<file path="src/include/irq_defines.svh">
`ifndef IRQ_DEFINES_SVH
`define IRQ_DEFINES_SVH

// Interrupt sources: clock, stopwatch, K0, K1, prog timer
`define IRQ_NUM_SRC 5

// Bank bit plus page of the interrupt vectors
// Vector = IRQ_VEC_PAGE + 2 * source code
`define IRQ_VEC_PAGE 13'h1100

// Core data path is one nibble wide
`define NIBBLE_W 4

// Program counter, bank bit included
`define PC_W 13

// Nibble stack pointer
`define SP_W 8

// Return address goes out as three nibbles, bank bit not stacked
`define PUSH_COUNT 3

`endif

</file>
<file path="src/design/irq_src_pkg.sv">
`include "irq_defines.svh"

package irq_src_pkg;

  // Source codes, a higher code wins
  typedef enum logic [2:0] {
    SRC_NONE      = 3'd0,
    SRC_CLOCK     = 3'd1,
    SRC_STOPWATCH = 3'd2,
    SRC_K0        = 3'd3,
    SRC_K1        = 3'd4,
    SRC_PROG      = 3'd6  // Code 5 is the serial port, not present
  } irq_src_t;

  // Full vector address, bank bit included
  typedef logic [`PC_W-1:0] irq_vec_t;

  // Flag index to source code
  // Index order matches src_event and src_mask
  localparam irq_src_t SRC_CODE [`IRQ_NUM_SRC] = '{
    SRC_CLOCK,
    SRC_STOPWATCH,
    SRC_K0,
    SRC_K1,
    SRC_PROG
  };

endpackage

</file>
<file path="src/design/core_word_pkg.sv">
`include "irq_defines.svh"

package core_word_pkg;

  // Nibble stack pointer
  typedef logic [`SP_W-1:0] sp_t;

  // Low 12 bits of the program counter
  // ps is the jump view (page and step within page)
  // nib is the stack view, nib[2] is pushed first
  typedef union packed {
    struct packed {
      logic [`NIBBLE_W-1:0]   page;
      logic [2*`NIBBLE_W-1:0] step;
    } ps;
    logic [`PUSH_COUNT-1:0][`NIBBLE_W-1:0] nib;
  } pc_word_u;

endpackage

</file>
<file path="src/design/factor_latch.sv">
`timescale 1ns/1ps
`include "irq_defines.svh"

// Stage 1 of the interrupt path
// Holds one interrupt factor flag per source
module factor_latch (
  input  logic                    clk,
  input  logic                    reset,
  input  logic [`IRQ_NUM_SRC-1:0] src_event,  // One-cycle pulses
  input  logic [`IRQ_NUM_SRC-1:0] src_mask,   // Mask levels, 1 enables
  input  logic                    ack_valid,
  input  irq_src_pkg::irq_src_t   ack_src,
  output logic [`IRQ_NUM_SRC-1:0] req_vec
);

  import irq_src_pkg::*;

  logic [`IRQ_NUM_SRC-1:0] flags;
  logic [`IRQ_NUM_SRC-1:0] ack_clr;

  // Acknowledged source code back to its flag bit
  always_comb begin
    ack_clr = '0;
    if (ack_valid) begin
      for (int i = 0; i < `IRQ_NUM_SRC; i++) begin
        if (SRC_CODE[i] == ack_src) begin
          ack_clr[i] = 1'b1;
        end
      end
    end
  end

  // Sticky flags
  // A new event in the ack cycle keeps its flag set
  always_ff @(posedge clk) begin
    if (reset) begin
      flags <= '0;
    end else begin
      flags <= (flags & ~ack_clr) | src_event;
    end
  end

  // Masked flags go straight on, no extra register here
  assign req_vec = flags & src_mask;

endmodule

</file>
<file path="src/design/irq_priority.sv">
`timescale 1ns/1ps
`include "irq_defines.svh"

// Stage 2 of the interrupt path
// Picks the highest pending source and registers it with its vector
module irq_priority (
  input  logic                    clk,
  input  logic                    reset,
  input  logic [`IRQ_NUM_SRC-1:0] req_vec,
  output logic                    req_any,
  output irq_src_pkg::irq_src_t   req_src,
  output irq_src_pkg::irq_vec_t   req_vector
);

  import irq_src_pkg::*;
  import core_word_pkg::*;

  localparam irq_vec_t VEC_PAGE = `IRQ_VEC_PAGE;

  logic     win_any;
  irq_src_t win_src;
  pc_word_u vec_word;

  // Codes rise with the flag index, so scan from the top bit down
  always_comb begin
    win_any = 1'b0;
    win_src = SRC_NONE;
    for (int i = `IRQ_NUM_SRC - 1; i >= 0; i--) begin
      if (req_vec[i] && !win_any) begin
        win_any = 1'b1;
        win_src = SRC_CODE[i];
      end
    end
  end

  // Vector within the fixed page, two words per source
  always_comb begin
    vec_word.ps.page = VEC_PAGE[11:8];
    vec_word.ps.step = VEC_PAGE[7:0] + {4'b0000, win_src, 1'b0};
  end

  always_ff @(posedge clk) begin
    if (reset) begin
      req_any <= 1'b0;
      req_src <= SRC_NONE;
    end else begin
      req_any <= win_any;
      req_src <= win_src;
    end
  end

  always_ff @(posedge clk) begin
    req_vector <= {VEC_PAGE[12], vec_word};  // Bank bit from the page constant
  end

endmodule

</file>
<file path="src/design/irq_sequencer.sv">
`timescale 1ns/1ps
`include "irq_defines.svh"

// Stage 3 of the interrupt path
// Takes the interrupt at a boundary, pushes the return address, loads the vector
module irq_sequencer (
  input  logic                  clk,
  input  logic                  reset,
  input  logic                  req_any,
  input  irq_src_pkg::irq_src_t req_src,
  input  irq_src_pkg::irq_vec_t req_vector,
  input  logic                  irq_enable,
  input  logic                  instr_done,
  input  logic                  halted,
  input  logic [`PC_W-1:0]      pc_in,
  input  core_word_pkg::sp_t    sp_in,
  output logic                  ack_valid,
  output irq_src_pkg::irq_src_t ack_src,
  output logic                  ie_clear,
  output logic                  stack_we,
  output core_word_pkg::sp_t    stack_addr,
  output logic [`NIBBLE_W-1:0]  stack_data,
  output logic                  pc_load,
  output logic [`PC_W-1:0]      pc_out,
  output core_word_pkg::sp_t    sp_out,
  output logic                  irq_busy
);

  import irq_src_pkg::*;
  import core_word_pkg::*;

  localparam logic [1:0] PUSH_LAST = 2'(`PUSH_COUNT - 1);

  typedef enum logic [2:0] {
    IDLE,
    WAKE,  // Extra cycle to leave halt
    TAKE,
    PUSH,
    LOAD
  } state_t;

  state_t   state;
  state_t   state_nxt;
  logic     accept;
  logic [1:0] push_cnt;

  // Captured at acceptance
  irq_vec_t vec_q;
  irq_src_t src_q;
  pc_word_u pc_q;
  sp_t      addr_q;

  // A halted core has no instruction boundary to wait for
  assign accept = (state == IDLE) && req_any && irq_enable && (instr_done || halted);

  always_comb begin
    state_nxt = state;
    case (state)
      IDLE: begin
        if (accept) begin
          state_nxt = halted ? WAKE : TAKE;
        end
      end
      WAKE: state_nxt = TAKE;
      TAKE: state_nxt = PUSH;
      PUSH: begin
        if (push_cnt == 2'd0) begin
          state_nxt = LOAD;
        end
      end
      LOAD: state_nxt = IDLE;
      default: state_nxt = IDLE;
    endcase
  end

  always_ff @(posedge clk) begin
    if (reset) begin
      state <= IDLE;
    end else begin
      state <= state_nxt;
    end
  end

  // Counts down so it indexes the nibble view directly
  always_ff @(posedge clk) begin
    if (reset) begin
      push_cnt <= '0;
    end else if (state == TAKE) begin
      push_cnt <= PUSH_LAST;
    end else if (state == PUSH && push_cnt != 2'd0) begin
      push_cnt <= push_cnt - 2'd1;
    end
  end

  always_ff @(posedge clk) begin
    if (accept) begin
      vec_q  <= req_vector;
      src_q  <= req_src;
      pc_q   <= pc_in[11:0];  // Bank bit is not stacked
      addr_q <= sp_in - 1'b1;
    end else if (state == PUSH && push_cnt != 2'd0) begin
      addr_q <= addr_q - 1'b1;
    end
  end

  // Enable flag cleared and factor flag acknowledged together
  assign ie_clear  = (state == TAKE);
  assign ack_valid = (state == TAKE);
  assign ack_src   = src_q;

  assign stack_we   = (state == PUSH);
  assign stack_addr = addr_q;
  assign stack_data = pc_q.nib[push_cnt];

  // Stack address stops at sp_in - 3 after the last push
  assign pc_load = (state == LOAD);
  assign pc_out  = vec_q;
  assign sp_out  = addr_q;

  assign irq_busy = (state != IDLE);

endmodule

</file>
<file path="src/design/irq_subsystem.sv">
`timescale 1ns/1ps
`include "irq_defines.svh"

// Interrupt path: factor latch, priority resolve, sequencer
module irq_subsystem (
  input  logic                    clk,
  input  logic                    reset,
  input  logic [`IRQ_NUM_SRC-1:0] src_event,
  input  logic [`IRQ_NUM_SRC-1:0] src_mask,
  input  logic                    irq_enable,
  input  logic                    instr_done,
  input  logic                    halted,
  input  logic [`PC_W-1:0]        pc_in,
  input  core_word_pkg::sp_t      sp_in,
  output logic                    ie_clear,
  output logic                    stack_we,
  output core_word_pkg::sp_t      stack_addr,
  output logic [`NIBBLE_W-1:0]    stack_data,
  output logic                    pc_load,
  output logic [`PC_W-1:0]        pc_out,
  output core_word_pkg::sp_t      sp_out,
  output logic                    irq_busy,
  output irq_src_pkg::irq_src_t   irq_taken_src
);

  logic [`IRQ_NUM_SRC-1:0] req_vec;
  logic                    req_any;
  irq_src_pkg::irq_src_t   req_src;
  irq_src_pkg::irq_vec_t   req_vector;
  logic                    ack_valid;

  factor_latch factor_latch_inst (
    .clk       (clk),
    .reset     (reset),
    .src_event (src_event),
    .src_mask  (src_mask),
    .ack_valid (ack_valid),
    .ack_src   (irq_taken_src),
    .req_vec   (req_vec)
  );

  irq_priority irq_priority_inst (
    .clk        (clk),
    .reset      (reset),
    .req_vec    (req_vec),
    .req_any    (req_any),
    .req_src    (req_src),
    .req_vector (req_vector)
  );

  // The acknowledged source is also the one reported as taken
  irq_sequencer irq_sequencer_inst (
    .clk        (clk),
    .reset      (reset),
    .req_any    (req_any),
    .req_src    (req_src),
    .req_vector (req_vector),
    .irq_enable (irq_enable),
    .instr_done (instr_done),
    .halted     (halted),
    .pc_in      (pc_in),
    .sp_in      (sp_in),
    .ack_valid  (ack_valid),
    .ack_src    (irq_taken_src),
    .ie_clear   (ie_clear),
    .stack_we   (stack_we),
    .stack_addr (stack_addr),
    .stack_data (stack_data),
    .pc_load    (pc_load),
    .pc_out     (pc_out),
    .sp_out     (sp_out),
    .irq_busy   (irq_busy)
  );

endmodule

</file>
<file path="config.mk">
export PLATFORM = sky130hd
export DESIGN_NAME = irq_subsystem
export DESIGN_NICKNAME = d
export VERILOG_FILES = /design/src/design/irq_src_pkg.sv /design/src/design/core_word_pkg.sv /design/src/design/factor_latch.sv /design/src/design/irq_priority.sv /design/src/design/irq_sequencer.sv /design/src/design/irq_subsystem.sv
export VERILOG_INCLUDE_DIRS = /design/src /design/src/include
export SDC_FILE = /design/constraint.sdc
export NUM_CORES = 1
export LEC_CHECK = 0
export ABC_AREA = 1
export ABC_CLOCK_PERIOD_IN_PS = 1800
export BUFFER_PORTS_ARGS = -buffer_cell sky130_fd_sc_hd__buf_2
export CORE_AREA = 2 2 69 71
export DETAILED_ROUTE_END_ITERATION = 16
export DIE_AREA = 0 0 71 73
export PLACE_DENSITY = 0.77
export SETUP_SLACK_MARGIN = 0.15
export SLEW_MARGIN = 10
export SYNTH_ARGS = -nofsm -noshare
export SYNTH_HDL_FRONTEND = slang
export SYNTH_SLANG_ARGS = --single-unit
</file>
<file path="constraint.sdc">
create_clock -name clk -period 1.8 [get_ports clk]
set_input_delay 0.18 -clock clk [delete_from_list [all_inputs] [get_ports clk]]
set_output_delay 0.18 -clock clk [all_outputs]
set_load 0.05 [all_outputs]
</file>
==> results.json <==
{
  "grt_max_degree": 15,
  "max_freq_mhz": 611,
  "wl_per_cell_um": 12.2,
  "clkLatencyLatePin_ps": 300,
  "setup_tns_ps": 0,
  "drt.antenna.violating_nets": 0,
  "post-dp-hpwl_um": 3050,
  "antenna_found_initial": 0,
  "setup_viol_count_final": 0,
  "viasPerCell": 4.80,
  "clock_path_buffers": 2,
  "synthMuxAreaShare_pct": 0,
  "hold_viol_final": 0,
  "power_density_nw_per_um2": 1160,
  "synth_cell_types": 32,
  "fin_util_pct": 57.7,
  "vias": 1656,
  "wl_um": 4210,
  "layout.cells.non_filler": 345,
  "io_buffers": 64,
  "yosys.area.top_type": "edfxtp_1",
  "synth_cells": 218,
  "drc": 0,
  "cp_slowest_stage_delay_ps": 330,
  "hp-class": "primary input to flip-flop",
  "ys_ff_latch": 43,
  "num_io_pins": 76,
  "ctsHoldBuffers": 0,
  "p_leak_nw": 1.24,
  "fin_worst_skew_ps": 6.63,
  "synth_area_leaders": "edfxtp_1, dfxtp_1, buf_4, inv_1, nand2_1",
  "yosys_warnings": 0,
  "syn_area_um2": 2110,
  "synth_top_cell_area_share_pct": 37.0,
  "dieArea_um2": 5180,
  "crit_family": "simple AND/OR/NAND/NOR gates",
  "cp.arrival_ps": 1690,
  "drv_cap": 0,
  "grt.total_usage_pct": 17.2,
  "rsz0062_at_grt": "yes",
  "fill_cells": 383,
  "syn_to_final_growth_pct": 24.1,
  "htreeDepth": 2,
  "cts.sinks": 43,
  "dr.first_iter.drc_count": 51,
  "die_h_um": 73,
  "path_cells": "inv_2 -> nand2_4 -> nor2_8 -> nand2_4 -> nand2_2 -> nand2_4 -> buf_4 -> nand2_4 -> nor2_8 -> buf_4 -> xor2_2",
  "yosysMostFrequentCell": "inv_1",
  "core_area_um2": 4540,
  "synth-main-ff-cell": "edfxtp_1",
  "finalCriticalPeriod_ps": 1640,
  "multiInputGateArea_um2": 774,
  "synthXorXnorAreaFrac_pct": 1.19,
  "cpMostUsedCell": "nand2_4",
  "start_util_pct": 46.5,
  "grt_pass1_wl_um": 6760,
  "grt_pass1_vias": 1548,
  "gp_congestion": 0.781,
  "post-route-period-util_pct": 90.9,
  "peakVddDrop_mv": 0.579,
  "end_kind": "flip-flop",
  "slew_violations": 0,
  "whs_ps": 52.2,
  "status": "complete, no violations",
  "ys_async_sr_fraction_pct": 0,
  "synth_compound_area_share_pct": 9.67,
  "fin_area_um2": 2620,
  "path_max_fanout": 6,
  "synthAdderAreaFrac_pct": 1.19,
  "cts_tree": "built",
  "placed_cell_area_um2": 2440,
  "criticalPathCategory": "flip-flop to flip-flop",
  "final_nets": 328,
  "required_ps": 1860,
  "die_x_um": 71,
  "slowest_stage": "dfxtp_2",
  "post-place-cells": 332,
  "clk_pin_slew_ps": 80,
  "path_buf_inv": 3,
  "antenna_cells": 0,
  "fin_ws_ps": 164,
  "ctsRootBufferMaster": "clkbuf_8",
  "dp_slack_ps": 100,
  "startpoint_type": "flip-flop",
  "overflow": 0,
  "cts_made_buffers": 5,
  "synth_edf_count": 26,
  "synth_area_per_cell_um2": 9.68,
  "p_total_mw": 3.04,
  "regArea_um2": 1120,
  "synthSimpleGateAreaFrac_pct": 20.5,
  "drive_gt1_share_pct": 39.9,
  "dr.pass1.iters": 5,
  "seq_area_frac_synth_pct": 53.1,
  "synth_top_family_by_area": "simple AND/OR/NAND/NOR gates",
  "ys_top_cells_by_count": "inv_1, nand2_1, edfxtp_1",
  "rows": 25
}
[logic make-up after synthesis]
kind of cell	after synthesis
AND/OR/NAND/NOR	78
buffers and inverters	56
flip-flops	43
AO/OA/AOI/OAI	35
XOR/XNOR	2
adder cells (fa/ha/maj)	2
other	2
[layout make-up]
class | count | share of cell area [%]
Timing Repair Buffer | 77 | 16.3
Clock inverter | 3 | 0.765
Tap cell | 54 | 2.58
Inverter | 36 | 5.16
Sequential cell | 43 | 42.9
Multi-Input combinational cell | 127 | 29.6
Clock buffer | 5 | 2.63
[cells in the final DEF, fill, tap and decap left out, types with 2 or more instances in the layout]
cell,Yosys,routed
buf_6,0,2
nand3_1,11,10
conb_1,2,10
nor2_1,15,14
dfxtp_2,0,2
inv_2,4,4
nand2_1,27,23
clkbuf_8,0,5
o21ai_0,16,12
inv_1,31,31
dfxtp_1,17,15
buf_4,18,12
o41ai_1,3,3
nand2_2,7,9
a21oi_1,10,10
o21ai_1,0,4
edfxtp_1,26,26
buf_2,0,63
nor2_8,2,2
clkinv_1,1,2
nand3b_1,6,6
nand2_4,5,7
nor2_4,1,3
[power breakdown]
group          internal [mW]  switching [mW]
sequential              1.17          0.0436
clock                  0.270           0.333
combinational          0.370           0.855
total                   1.81            1.23
[sequential cells by signal, indices dropped and copies added, names as in the netlist]
register and count:
irq_sequencer_inst.pc_out 3, irq_sequencer_inst.sp_out 8, irq_sequencer_inst.pc_q 12, irq_sequencer_inst.ack_src 3, irq_sequencer_inst.state 3, factor_latch_inst.flags 5, irq_priority_inst.req_any 1, irq_priority_inst.req_vector 3
irq_sequencer_inst.push_cnt 2, irq_priority_inst.req_src 3
[worst reg2reg max path, delay by kind of cell (launching register included)]
kind | cells | cell delay (ps)
flip-flops | 1 | 330
AND/OR/NAND/NOR | 7 | 590
buffers and inverters | 3 | 340
XOR/XNOR | 1 | 130
[final timing paths]
| kind | from | end | slack (ps) | cells after the start |
|---|---|---|---|---|
| hold / removal | pc_in[11] | irq_sequencer_inst.pc_q[11]$_DFFE_PN_ | 50 | 1 |
| setup / recovery | irq_sequencer_inst.state[0]$_SDFFE_PP0P_ | irq_sequencer_inst.sp_out[3]$_DFFE_PP_ | 160 | 11 |
| hold reg to reg | irq_priority_inst.req_src[1]$_SDFF_PP0_ | irq_sequencer_inst.ack_src[1]$_DFFE_PN_ | 410 | 0 |
| setup reg to reg | irq_sequencer_inst.state[0]$_SDFFE_PP0P_ | irq_sequencer_inst.sp_out[3]$_DFFE_PP_ | 160 | 11 |
[timing repair]
item	in CTS	in global routing
pin swaps	6	8
resized for setup	3	12
endpoints found under the setup margin	2	13
buffers inserted	2	3
[per-layer routing]
layer	GRT usage, %	up-vias	part of all wire, %
met1	20.0	743	41
met4	8.18	0	2.7
met2	29.4	71	50
met5	0	-	0
li1	-	829	-
met3	4.70	13	7.0
Note: power is estimated with default switching activity, not from simulation.
